<file path="src/logic/pmp_settings.svh">
// PMP checker settings: address widths, entry count and APB width
`ifndef PMP_SETTINGS_SVH
`define PMP_SETTINGS_SVH

// ----------------------------------------------------------------------
// Physical address
// ----------------------------------------------------------------------
`define PMP_PA_WIDTH   40   // Physical address bits
`define PMP_PAGE_BITS  12   // 4 KB granularity, low bits never compared

// ----------------------------------------------------------------------
// Entry array
// ----------------------------------------------------------------------
`define PMP_ENTRIES    8    // Four entries per pmpcfg word

// ----------------------------------------------------------------------
// Register port
// ----------------------------------------------------------------------
`define PMP_APB_AW     8    // Byte offset width of the APB window

`endif

</file>
<file path="src/logic/pmp_pkg.sv">
// PMP shared types: entry config, config word, request, response and APB
`include "pmp_settings.svh"

package pmp_pkg;

  // ----------------------------------------------------------------------
  // Entry configuration
  // ----------------------------------------------------------------------
  typedef enum logic [1:0] {
    OFF   = 2'b00,  // Entry disabled
    TOR   = 2'b01,  // Top of range, bottom from previous entry
    NA4   = 2'b10,  // Kept for encoding, cannot hit at page size
    NAPOT = 2'b11   // Naturally aligned power of two
  } pmp_mode_e;

  typedef struct packed {
    logic      lock;   // Also binds machine mode
    logic [1:0] rsvd;  // Always stored as zero
    pmp_mode_e mode;
    logic      x;
    logic      w;
    logic      r;
  } pmp_cfg_t;

  // One pmpcfg word, seen raw by APB and per entry by lock logic
  typedef union packed {
    logic [31:0]        raw;
    pmp_cfg_t [3:0]     entry;  // entry[0] in bits 7:0
  } pmp_cfg_word_u;

  // PA bits 39:11, bit 0 carries the NAPOT size
  typedef logic [`PMP_PA_WIDTH-`PMP_PAGE_BITS:0] pmp_addr_t;

  // ----------------------------------------------------------------------
  // Request side
  // ----------------------------------------------------------------------
  typedef enum logic [1:0] {
    READ  = 2'b00,
    WRITE = 2'b01,
    EXEC  = 2'b10
  } pmp_acc_e;

  typedef struct packed {
    logic                     valid;
    logic [`PMP_PA_WIDTH-1:0] pa;
    pmp_acc_e                 acc;
    logic                     priv_m;  // Machine mode
  } pmp_req_t;

  typedef struct packed {
    logic                            valid;
    logic                            fault;
    logic                            hit;    // Any entry matched
    logic [$clog2(`PMP_ENTRIES)-1:0] index;  // Deciding entry
  } pmp_resp_t;

  // ----------------------------------------------------------------------
  // APB
  // ----------------------------------------------------------------------
  typedef struct packed {
    logic                   psel;
    logic                   penable;
    logic                   pwrite;
    logic [`PMP_APB_AW-1:0] paddr;
    logic [31:0]            pwdata;
  } apb_req_t;

  typedef struct packed {
    logic        pready;
    logic        pslverr;
    logic [31:0] prdata;
  } apb_resp_t;

endpackage

</file>
<file path="src/logic/pmp_checker.sv">
// PMP request pipeline with entry chain, priority check and registered response
`timescale 1ns/100ps
`include "pmp_settings.svh"

module pmp_checker (
  input  logic                cpuclk,
  input  logic                reset,
  input  pmp_pkg::pmp_req_t   req,
  input  pmp_pkg::pmp_cfg_t   pmp_cfg  [`PMP_ENTRIES],
  input  pmp_pkg::pmp_addr_t  pmp_addr [`PMP_ENTRIES],
  output pmp_pkg::pmp_resp_t  resp
);

  logic [`PMP_PA_WIDTH-`PMP_PAGE_BITS-1:0] pa_page;
  logic [`PMP_ENTRIES:0]                   ge_chain;  // Bound handed up the chain
  logic [`PMP_ENTRIES-1:0]                 hits;
  logic                                    fault;
  logic                                    hit;
  logic [$clog2(`PMP_ENTRIES)-1:0]         index;

  assign pa_page = req.pa[`PMP_PA_WIDTH-1:`PMP_PAGE_BITS];  // Page number only

  // ----------------------------------------------------------------------
  // Entry chain
  // ----------------------------------------------------------------------
  assign ge_chain[0] = 1'b1;   // TOR entry 0 starts at zero

  for (genvar i = 0; i < `PMP_ENTRIES; i++)
  begin : g_entry
    pmp_entry_match u_match (
      .addr_match_mode (pmp_cfg[i].mode),
      .addr_ge_bottom  (ge_chain[i]),
      .pa_page         (pa_page),
      .pmpaddr         (pmp_addr[i]),
      .addr_ge_top     (ge_chain[i+1]),
      .hit             (hits[i])
    );
  end

  pmp_priority_check u_prio (
    .hits    (hits),
    .pmp_cfg (pmp_cfg),
    .acc     (req.acc),
    .priv_m  (req.priv_m),
    .fault   (fault),
    .hit     (hit),
    .index   (index)
  );

  // ----------------------------------------------------------------------
  // Response stage one clock after the request
  // ----------------------------------------------------------------------
  always_ff @(posedge cpuclk)
  begin
    if (reset)
      resp.valid <= 1'b0;
    else
      resp.valid <= req.valid;
    resp.fault <= fault;       // Result fields load every clock
    resp.hit   <= hit;
    resp.index <= index;
  end

endmodule

</file>
<file path="src/logic/pmp_csr_apb.sv">
// PMP register file on APB: pmpcfg and pmpaddr storage with lock rules
`timescale 1ns/100ps
`include "pmp_settings.svh"

module pmp_csr_apb (
  input  logic                cpuclk,
  input  logic                reset,
  input  pmp_pkg::apb_req_t   apb_req,
  output pmp_pkg::apb_resp_t  apb_resp,
  output pmp_pkg::pmp_cfg_t   pmp_cfg  [`PMP_ENTRIES],
  output pmp_pkg::pmp_addr_t  pmp_addr [`PMP_ENTRIES]
);

  localparam int CFG_WORDS = `PMP_ENTRIES / 4;      // Four entries per word
  localparam int IDX_W     = $clog2(`PMP_ENTRIES);

  pmp_pkg::pmp_cfg_word_u cfg_q  [CFG_WORDS];  // pmpcfg0, pmpcfg1
  pmp_pkg::pmp_addr_t     addr_q [`PMP_ENTRIES];

  logic                    access;
  logic                    wr_en;
  logic                    cfg_hit;
  logic                    cfg_idx;
  logic [`PMP_APB_AW-1:0]  addr_off;
  logic                    addr_hit;
  logic [IDX_W-1:0]        addr_idx;
  logic [`PMP_ENTRIES-1:0] tor_lock;    // Entry i+1 locked in TOR
  logic [`PMP_ENTRIES-1:0] addr_lock;
  pmp_pkg::pmp_cfg_word_u  wr_word;
  logic [31:0]             rdata;

  // ----------------------------------------------------------------------
  // Offset decode
  // ----------------------------------------------------------------------
  assign access = apb_req.psel & apb_req.penable;  // Access phase
  assign wr_en  = access & apb_req.pwrite;

  // 0x00 and 0x04
  assign cfg_hit = (apb_req.paddr[`PMP_APB_AW-1:3] == '0) && (apb_req.paddr[1:0] == 2'b00);
  assign cfg_idx = apb_req.paddr[2];

  // 0x10 to 0x2C, word aligned
  assign addr_off = apb_req.paddr - 8'h10;
  assign addr_hit = (apb_req.paddr >= 8'h10) && (apb_req.paddr[1:0] == 2'b00) &&
                    (addr_off[`PMP_APB_AW-1:2] < `PMP_ENTRIES);
  assign addr_idx = addr_off[IDX_W+1:2];

  // ----------------------------------------------------------------------
  // Entry views and lock vectors
  // ----------------------------------------------------------------------
  always_comb
  begin
    for (int i = 0; i < `PMP_ENTRIES; i++)
    begin
      pmp_cfg[i]  = cfg_q[i / 4].entry[i % 4];
      pmp_addr[i] = addr_q[i];
    end
  end

  always_comb
  begin
    tor_lock = '0;                               // Last entry has no successor
    for (int i = 1; i < `PMP_ENTRIES; i++)
    begin
      tor_lock[i-1] = pmp_cfg[i].lock && (pmp_cfg[i].mode == pmp_pkg::TOR);
    end
    for (int i = 0; i < `PMP_ENTRIES; i++)
    begin
      addr_lock[i] = pmp_cfg[i].lock | tor_lock[i];
    end
  end

  // Write data with reserved fields forced low
  always_comb
  begin
    wr_word.raw = apb_req.pwdata;
    for (int b = 0; b < 4; b++)
    begin
      wr_word.entry[b].rsvd = 2'b00;
    end
  end

  // ----------------------------------------------------------------------
  // Register update
  // ----------------------------------------------------------------------
  always_ff @(posedge cpuclk)
  begin
    if (reset)
    begin
      for (int w = 0; w < CFG_WORDS; w++)
      begin
        cfg_q[w] <= '0;                          // All entries OFF, unlocked
      end
      for (int i = 0; i < `PMP_ENTRIES; i++)
      begin
        addr_q[i] <= '0;
      end
    end
    else
    begin
      if (wr_en && cfg_hit)
      begin
        for (int b = 0; b < 4; b++)
        begin
          if (!cfg_q[cfg_idx].entry[b].lock)       // Locked bytes hold
          begin
            cfg_q[cfg_idx].entry[b] <= wr_word.entry[b];
          end
        end
      end
      if (wr_en && addr_hit && !addr_lock[addr_idx])
      begin
        addr_q[addr_idx] <= apb_req.pwdata[$bits(pmp_pkg::pmp_addr_t)-1:0];
      end
    end
  end

  // ----------------------------------------------------------------------
  // Read data and response
  // ----------------------------------------------------------------------
  always_comb
  begin
    rdata = '0;                                  // Unmapped reads as zero
    if (cfg_hit)
    begin
      rdata = cfg_q[cfg_idx].raw;
    end
    else if (addr_hit)
    begin
      rdata = {{(32 - $bits(pmp_pkg::pmp_addr_t)){1'b0}}, addr_q[addr_idx]};
    end
  end

  // Zero wait states
  assign apb_resp.pready  = access;
  assign apb_resp.pslverr = access & ~(cfg_hit | addr_hit);
  assign apb_resp.prdata  = rdata;

endmodule

</file>
<file path="src/logic/pmp_entry_match.sv">
// PMP entry comparator for OFF, TOR and NAPOT page match with chained bottom bound
`timescale 1ns/100ps
`include "pmp_settings.svh"

module pmp_entry_match (
  input  pmp_pkg::pmp_mode_e                     addr_match_mode,
  input  logic                                   addr_ge_bottom,  // From previous entry
  input  logic [`PMP_PA_WIDTH-`PMP_PAGE_BITS-1:0] pa_page,
  input  pmp_pkg::pmp_addr_t                     pmpaddr,
  output logic                                   addr_ge_top,     // To next entry
  output logic                                   hit
);

  localparam int PPN_W = `PMP_PA_WIDTH - `PMP_PAGE_BITS;  // 28 compared bits

  logic [PPN_W:0]   comp_diff;    // Borrow in top bit
  logic             addr_lt_top;
  logic             tor_match;
  logic [PPN_W-1:0] napot_mask;
  logic             napot_match;

  // ----------------------------------------------------------------------
  // TOR match for bottom <= page < pmpaddr
  // ----------------------------------------------------------------------
  // Borrow of the one subtractor means below top
  assign comp_diff   = {1'b0, pa_page} - {1'b0, pmpaddr[PPN_W:1]};
  assign addr_lt_top = comp_diff[PPN_W];
  assign tor_match   = addr_ge_bottom & addr_lt_top;

  // Next entry's bottom bound
  assign addr_ge_top = ~addr_lt_top;

  // ----------------------------------------------------------------------
  // NAPOT size from the trailing ones of pmpaddr
  // ----------------------------------------------------------------------
  // Bit 0 clear gives 4 KB and each extra trailing one doubles the region.
  // A mask bit drops once every pmpaddr bit at or below it is set.
  // All 28 trailing ones clear the whole mask for 1 TB.
  always_comb
  begin
    logic ones_run;
    ones_run = 1'b1;
    for (int i = 0; i < PPN_W; i++)
    begin
      ones_run      = ones_run & pmpaddr[i];
      napot_mask[i] = ~ones_run;       // Cleared bits are don't care
    end
  end

  assign napot_match = (napot_mask & pa_page) == (napot_mask & pmpaddr[PPN_W:1]);

  // ----------------------------------------------------------------------
  // Mode select
  // ----------------------------------------------------------------------
  always_comb
  begin
    case (addr_match_mode)
      pmp_pkg::OFF:   hit = 1'b0;
      pmp_pkg::TOR:   hit = tor_match;
      pmp_pkg::NA4:   hit = 1'b0;         // Region smaller than a page
      pmp_pkg::NAPOT: hit = napot_match;
      default:        hit = 1'b0;
    endcase
  end

endmodule

</file>
<file path="src/logic/pmp_priority_check.sv">
// PMP priority select and permission check for one access
`timescale 1ns/100ps
`include "pmp_settings.svh"

module pmp_priority_check (
  input  logic [`PMP_ENTRIES-1:0]          hits,
  input  pmp_pkg::pmp_cfg_t                pmp_cfg [`PMP_ENTRIES],
  input  pmp_pkg::pmp_acc_e                acc,
  input  logic                             priv_m,
  output logic                             fault,
  output logic                             hit,
  output logic [$clog2(`PMP_ENTRIES)-1:0]  index
);

  localparam int IDX_W = $clog2(`PMP_ENTRIES);

  pmp_pkg::pmp_cfg_t sel_cfg;   // Config of the deciding entry
  logic              perm;      // r, w or x granted
  logic              allowed;

  // ----------------------------------------------------------------------
  // Lowest hitting entry wins
  // ----------------------------------------------------------------------
  always_comb
  begin
    hit   = 1'b0;
    index = '0;
    // Walk downward so the lowest index is written last
    for (int i = `PMP_ENTRIES - 1; i >= 0; i--)
    begin
      if (hits[i])
      begin
        hit   = 1'b1;
        index = IDX_W'(i);
      end
    end
  end

  assign sel_cfg = pmp_cfg[index];

  // ----------------------------------------------------------------------
  // Permission decode
  // ----------------------------------------------------------------------
  always_comb
  begin
    case (acc)
      pmp_pkg::READ:  perm = sel_cfg.r;
      pmp_pkg::WRITE: perm = sel_cfg.w;
      pmp_pkg::EXEC:  perm = sel_cfg.x;
      default:        perm = 1'b0;      // Unused encoding
    endcase
  end

  always_comb
  begin
    if (hit)
    begin
      // Unlocked entries only bind S and U modes
      allowed = perm | (priv_m & ~sel_cfg.lock);
    end
    else
    begin
      allowed = priv_m;                 // No match: M passes, others fault
    end
  end

  assign fault = ~allowed;

endmodule

</file>
<file path="src/logic/pmp_top.sv">
// PMP top level: APB register block feeding the request checker
`timescale 1ns/100ps
`include "pmp_settings.svh"

module pmp_top (
  input  logic                cpuclk,
  input  logic                reset,
  input  pmp_pkg::apb_req_t   apb_req,
  output pmp_pkg::apb_resp_t  apb_resp,
  input  pmp_pkg::pmp_req_t   req,
  output pmp_pkg::pmp_resp_t  resp
);

  // Register outputs straight into the comparators
  pmp_pkg::pmp_cfg_t  pmp_cfg  [`PMP_ENTRIES];
  pmp_pkg::pmp_addr_t pmp_addr [`PMP_ENTRIES];

  // ----------------------------------------------------------------------
  // Register file
  // ----------------------------------------------------------------------
  pmp_csr_apb u_csr (
    .cpuclk   (cpuclk),
    .reset    (reset),
    .apb_req  (apb_req),
    .apb_resp (apb_resp),
    .pmp_cfg  (pmp_cfg),
    .pmp_addr (pmp_addr)
  );

  // ----------------------------------------------------------------------
  // Checker pipeline
  // ----------------------------------------------------------------------
  pmp_checker u_checker (
    .cpuclk   (cpuclk),
    .reset    (reset),
    .req      (req),
    .pmp_cfg  (pmp_cfg),
    .pmp_addr (pmp_addr),
    .resp     (resp)
  );

endmodule

</file>
<file path="config.mk">
export PLATFORM = sky130hd
export DESIGN_NAME = pmp_top
export DESIGN_NICKNAME = d
export VERILOG_FILES = /design/src/logic/pmp_pkg.sv /design/src/logic/pmp_checker.sv /design/src/logic/pmp_csr_apb.sv /design/src/logic/pmp_entry_match.sv /design/src/logic/pmp_priority_check.sv /design/src/logic/pmp_top.sv
export VERILOG_INCLUDE_DIRS = /design/src /design/src/logic
export SDC_FILE = /design/constraint.sdc
export NUM_CORES = 1
export LEC_CHECK = 0
export BUFFER_PORTS_ARGS = -buffer_cell sky130_fd_sc_hd__buf_2
export CORE_ASPECT_RATIO = 1.75
export CORE_MARGIN = 10
export CORE_UTILIZATION = 65
export DETAILED_ROUTE_END_ITERATION = 12
export GPL_TIMING_DRIVEN = 1
export HOLD_SLACK_MARGIN = 0.06
export PLACE_DENSITY = 0.87
export SYNTH_ARGS = -nofsm -noshare
export SYNTH_HDL_FRONTEND = slang
export SYNTH_HIERARCHICAL = 1
export SYNTH_SLANG_ARGS = --single-unit
export TNS_END_PERCENT = 20
</file>
<file path="constraint.sdc">
create_clock -name cpuclk -period 15.7 [get_ports cpuclk]
set_clock_uncertainty 0.15 [all_clocks]
set_input_delay 3.14 -clock cpuclk [delete_from_list [all_inputs] [get_ports cpuclk]]
set_output_delay 3.14 -clock cpuclk [all_outputs]
set_load 0.02 [all_outputs]
</file>
Word-level counts from Yosys, hierarchy flattened
Memory sizes are Yosys's and may differ from the RTL's.
Cells that the tools add are included.
{"block": "classes", "addsub": 9, "mul": 0, "div_mod_pow": 0, "magnitude_cmp": 4, "n_eq_ne": 34, "shifts": 0, "n_mux": 60, "n_bitwise": 487, "n_reduce_logical": 35}
{"cell": "bitwise AND 28 bit", "count": 16}
{"cell": "NOT 1 bit", "count": 234}
{"cell": "subtractor 28 x 28 -> 29 bit", "count": 8}
{"cell": "bitwise AND 1 bit", "count": 227}
{"cell": "== test 28 bit", "count": 8}
{"cell": "2-to-1 mux 29 bit", "count": 2}
{"cell": "== test 2 bit (second input constant)", "count": 17}
{"cell": "2-to-1 mux 1 bit", "count": 33}
{"cell": "2-to-1 mux 32 bit", "count": 1}
{"cell": "OR reduction 29 bit", "count": 1}
{"cell": "2-to-1 mux 3 bit", "count": 9}
{"cell": "case mux 1 bit (3 select lines)", "count": 9}
{"cell": "binary-select mux 8 bit (select 3 bit)", "count": 1}
{"cell": "2-to-1 mux 24 bit", "count": 1}
{"cell": "OR reduction 24 bit", "count": 1}
{"cell": "zero test 2 bit", "count": 10}
{"cell": "== test 2 x 1 -> 1 bit (second input constant)", "count": 9}
{"cell": "2-to-1 mux 8 bit", "count": 2}
{"cell": "OR reduction 2 bit", "count": 8}
{"cell": "logical AND 1 bit", "count": 13}
{"cell": "bitwise OR 1 bit", "count": 9}
{"cell": "greater-or-equal comparator 8 x 5 -> 1 bit (second input constant)", "count": 1}
{"cell": "subtractor 8 x 5 -> 8 bit (second input constant)", "count": 1}
{"cell": "less-than comparator 6 x 4 -> 1 bit (second input constant)", "count": 1}
{"cell": "other kinds (7)", "count": 7}
{"block": "totals", "reg_bits": 6, "latchBits": 0, "ramBits": 280, "mem_bits_ro": 0, "wordCells": 635, "n_memories": 2}
{"memory": "u_csr.addr_q", "words": 8, "width": 29, "read_ports": 9, "rd_ports_with_merged_regs": 0, "write_ports": 8, "line": "pmp_csr_apb.sv:18", "text": "pmp_pkg::pmp_addr_t addr_q [`PMP_ENTRIES];"}
{"memory": "u_csr.cfg_q", "words": 2, "width": 24, "read_ports": 3, "rd_ports_with_merged_regs": 0, "write_ports": 2, "line": "pmp_csr_apb.sv:17", "text": "pmp_pkg::pmp_cfg_word_u cfg_q [CFG_WORDS];"}

Depth between registers and ports, before layout
An unclocked memory read counts as a cell.
{"block": "depth", "ltp_word": 49, "mapped_depth": 18, "ltp_nobuf": 18}

Hierarchy
Netlist, hierarchy kept.
{"module": "pmp_csr_apb", "n_inst": 1, "cells_per_inst": 1011, "area_each_um2": 13688.1, "seq_area_each_um2": 8408.1}
{"module": "pmp_entry_match at u_checker.g_entry[0].u_match ...", "n_inst": 5, "cells_per_inst": 190, "area_each_um2": 1297.5, "seq_area_each_um2": 0.0}
{"module": "pmp_entry_match at u_checker.g_entry[5].u_match ...", "n_inst": 3, "cells_per_inst": 188, "area_each_um2": 1331.3, "seq_area_each_um2": 0.0}
{"module": "pmp_priority_check", "n_inst": 1, "cells_per_inst": 78, "area_each_um2": 545.5, "seq_area_each_um2": 0.0}
{"module": "pmp_checker", "n_inst": 1, "cells_per_inst": 8, "area_each_um2": 137.6, "seq_area_each_um2": 120.1}

Worst setup path before layout
OpenSTA, ideal clock, no wires.
{"block": "synth_timing", "path_kind": "input-to-output", "start": "input apb_req[36] (netlist bit)", "end": "output apb_resp[10] (netlist bit)", "t_arrival_ns": 5.302, "setup_slack_ns": 7.108, "cell_stages": 8, "path_buffers": 3, "path_cell_list": "buf_2 inv_1 clkbuf_1 ha_1 nor3b_1 nand2_1 clkbuf_1 o32ai_1"}
{"element": "start: declaration", "line": "pmp_top.sv:8", "text": "input pmp_pkg::apb_req_t apb_req,"}
{"element": "end: declaration", "line": "pmp_top.sv:9", "text": "output pmp_pkg::apb_resp_t apb_resp,"}

==> reports/summary.txt <==
max cap viols: 0
worst path cell trace: buf_4 -> buf_4 -> nand2b_1 -> o221ai_1 -> a211oi_1 -> buf_2
core footprint: 37640 um^2
Syn Std Cell Area: 24730 um^2
Setup crit start kind: primary input
pre-CTS setup slack: 6.164 ns
Total GRT Usage: 45.03%
Final ANT Viol Nets: 0
Root Buffer: clkbuf_16
register area: 8528 um^2
Slew Limit Fails: 0
worst setup margin: 5.845 ns
post-CTS setup buffer count: 0
die area: 46550 um^2
Post-Synthesis Cells: 2594
Rows: 94
Remaining DRCs: 0
# hold bufs at CTS: 0
highest routed metal layer: met5
CP Data Required Time: 12.41 ns
Pre-Repair DR Iteration Count: 7
Slew Limit Headroom: 6.912%
Die Wd: 167.4 um
Initial Util: 65.70%
M1 WL: 32680 um
GR Overflow Total: 0
peak supply drop: 0.09795 mV
crit-path leading delay family: buffers and inverters
wire length on met2: 50580 um
CTS Buffer Depth: 3
Layout area overhead: 7.772%
Multi-input gate area: 14760 um^2
leak pwr: 10.14 nW
final hold vios: 0
# resized after CTS: 0
share of cells above drive strength 1: 15.46%
layout net count: 2972
Top Ports: 129
Crit. End Element: output port
min-delay src: u_csr/cfg_q[1][0]
Crit-path slowest cell: nand2b_1
Critical path origin: apb_req[34]
yosys warns: 6
Worst path max stage delay: 0.94 ns
CTS H-tree lvls: 1
first-pass GRT wire length: 155100 um
routed vias: 24240
DR iter-0 viols: 4343
setup TNS: 0 ns
CP dominant cell by count: buf_4
status: completed
final worst path period share: 62.77%
die extent in y: 278.0 um
drt wl/cell: 34.73 um
number of buffers created by CTS: 27
met3 wire length: 13690 um
Bufs and invs on worst path: 3
CTS tree: yes
Final Cell Area: 26650 um^2
worst-path fanout max: 45
WP data arrival: 6.57 ns
worst-margin pin slew: 1.382 ns
HP Class: reg -> reg
clk slew on worst S/H paths: 0.07 ns
Reg2Reg Launch Point: u_csr/addr_q[7][8]
HPWL after detailed placement: 80210 um
fill cell count: 2913
unrepaired setup endpoints after global routing: no
Pwr Density: 76.63 nW/um^2
Avg Synthesized Cell Area: 9.533 um^2
maximum clock frequency: 101.5 MHz
GPL Wtd Cong: 1.146
TritonCTS Sinks: 286
Final Critical Period: 9.855 ns
port bufs: 112
initial antenna violation count: 4
WS Path Type: in -> out
total wire length: 109900 um
number of global-route vias before repair: 23650
Vias/cell: 7.658
Post-DP Area: 25740 um^2
largest net degree at the start of global routing: 90
Setup violations, final: 0
Skew-Pair Late Insertion Delay: 0.59 ns
-- path summary, 6_finish.rpt --
kind	end	slack, ns	depth (start not counted)
setup / recovery	apb_resp[14]	5.84	6
hold / removal	u_checker/resp[4]	0.58	3
setup reg to reg	u_checker/resp[4]	9.98	13
hold reg to reg	u_checker/resp[4]	0.58	3
-- layout make-up --
cell class	instances	share of cell area [%]
antenna	1	0.009390
clock buffer	32	2.606
clock inverter	15	0.7793
inverter	269	3.789
multi-input combinational	1933	55.40
sequential	286	32.00
tap	480	2.254
timing repair buffer	149	3.164
-- cells in the final DEF, fill, tap and decap left out, types with 16 or more instances in the layout --
cell type,n
edfxtp_1,280
inv_1,259
ha_1,217
nand2_1,205
nor3_1,161
buf_2,110
xnor2_1,107
nor2_1,106
nor3_2,103
a21oi_1,101
o21ai_0,93
xor2_1,73
nand3_1,71
nand4_1,55
mux2i_1,52
buf_4,38
a21o_1,32
o22ai_1,32
nor4_1,31
clkbuf_16,27
and3_1,26
a2111oi_0,25
o21a_1,25
mux4_2,24
mux2_2,22
o32ai_1,20
nor2b_1,19
o211ai_1,19
o221ai_1,19
o31ai_1,17
a22oi_1,16
a21boi_0,16
-- flip-flops by register name, summed over array words and instances (netlist names) --
signal and count:
u_csr/cfg_q 48, u_checker/resp 6, u_csr/addr_q 232
-- per-stage QoR --
| step | total power, mW | instances | utilization, % | hold WS [ns] |
|---|---|---|---|---|
| finish | 2.042 | 3165 | 70.81 | 0.5807 |
| detailed placement | 1.325 | 3116 | 68.39 | 0.5522 |
| global placement | 1.308 | 3116 | 68.39 | 0.5553 |
| CTS | 2.002 | 3163 | 70.78 | 0.5716 |
| floorplan | 1.151 | 2595 | - | 0.4864 |
| global route | 2.077 | 3164 | 70.80 | 0.6220 |
-- worst register-to-register path: cells and delay by family (launching register included) --
family / cells / cell delay [ns]
compound gates: 6 / 2.61
xor+xnor: 1 / 0.23
simple gates: 5 / 1.64
flops: 1 / 0.53
mux: 1 / 0.43
-- routing by layer --
layer,vias to the layer above,GRT usage (%)
met5,-,0
met4,6,40.46
met3,669,10.89
met2,2240,73.97
met1,11440,46.85
li1,9886,-
-- report_power, final --
part           total [mW]  switching, mW  internal [mW]
clock network       0.698          0.301          0.397
registers           0.914         0.0510          0.863
logic               0.429          0.289          0.140
(Power assumes the default switching activity.)
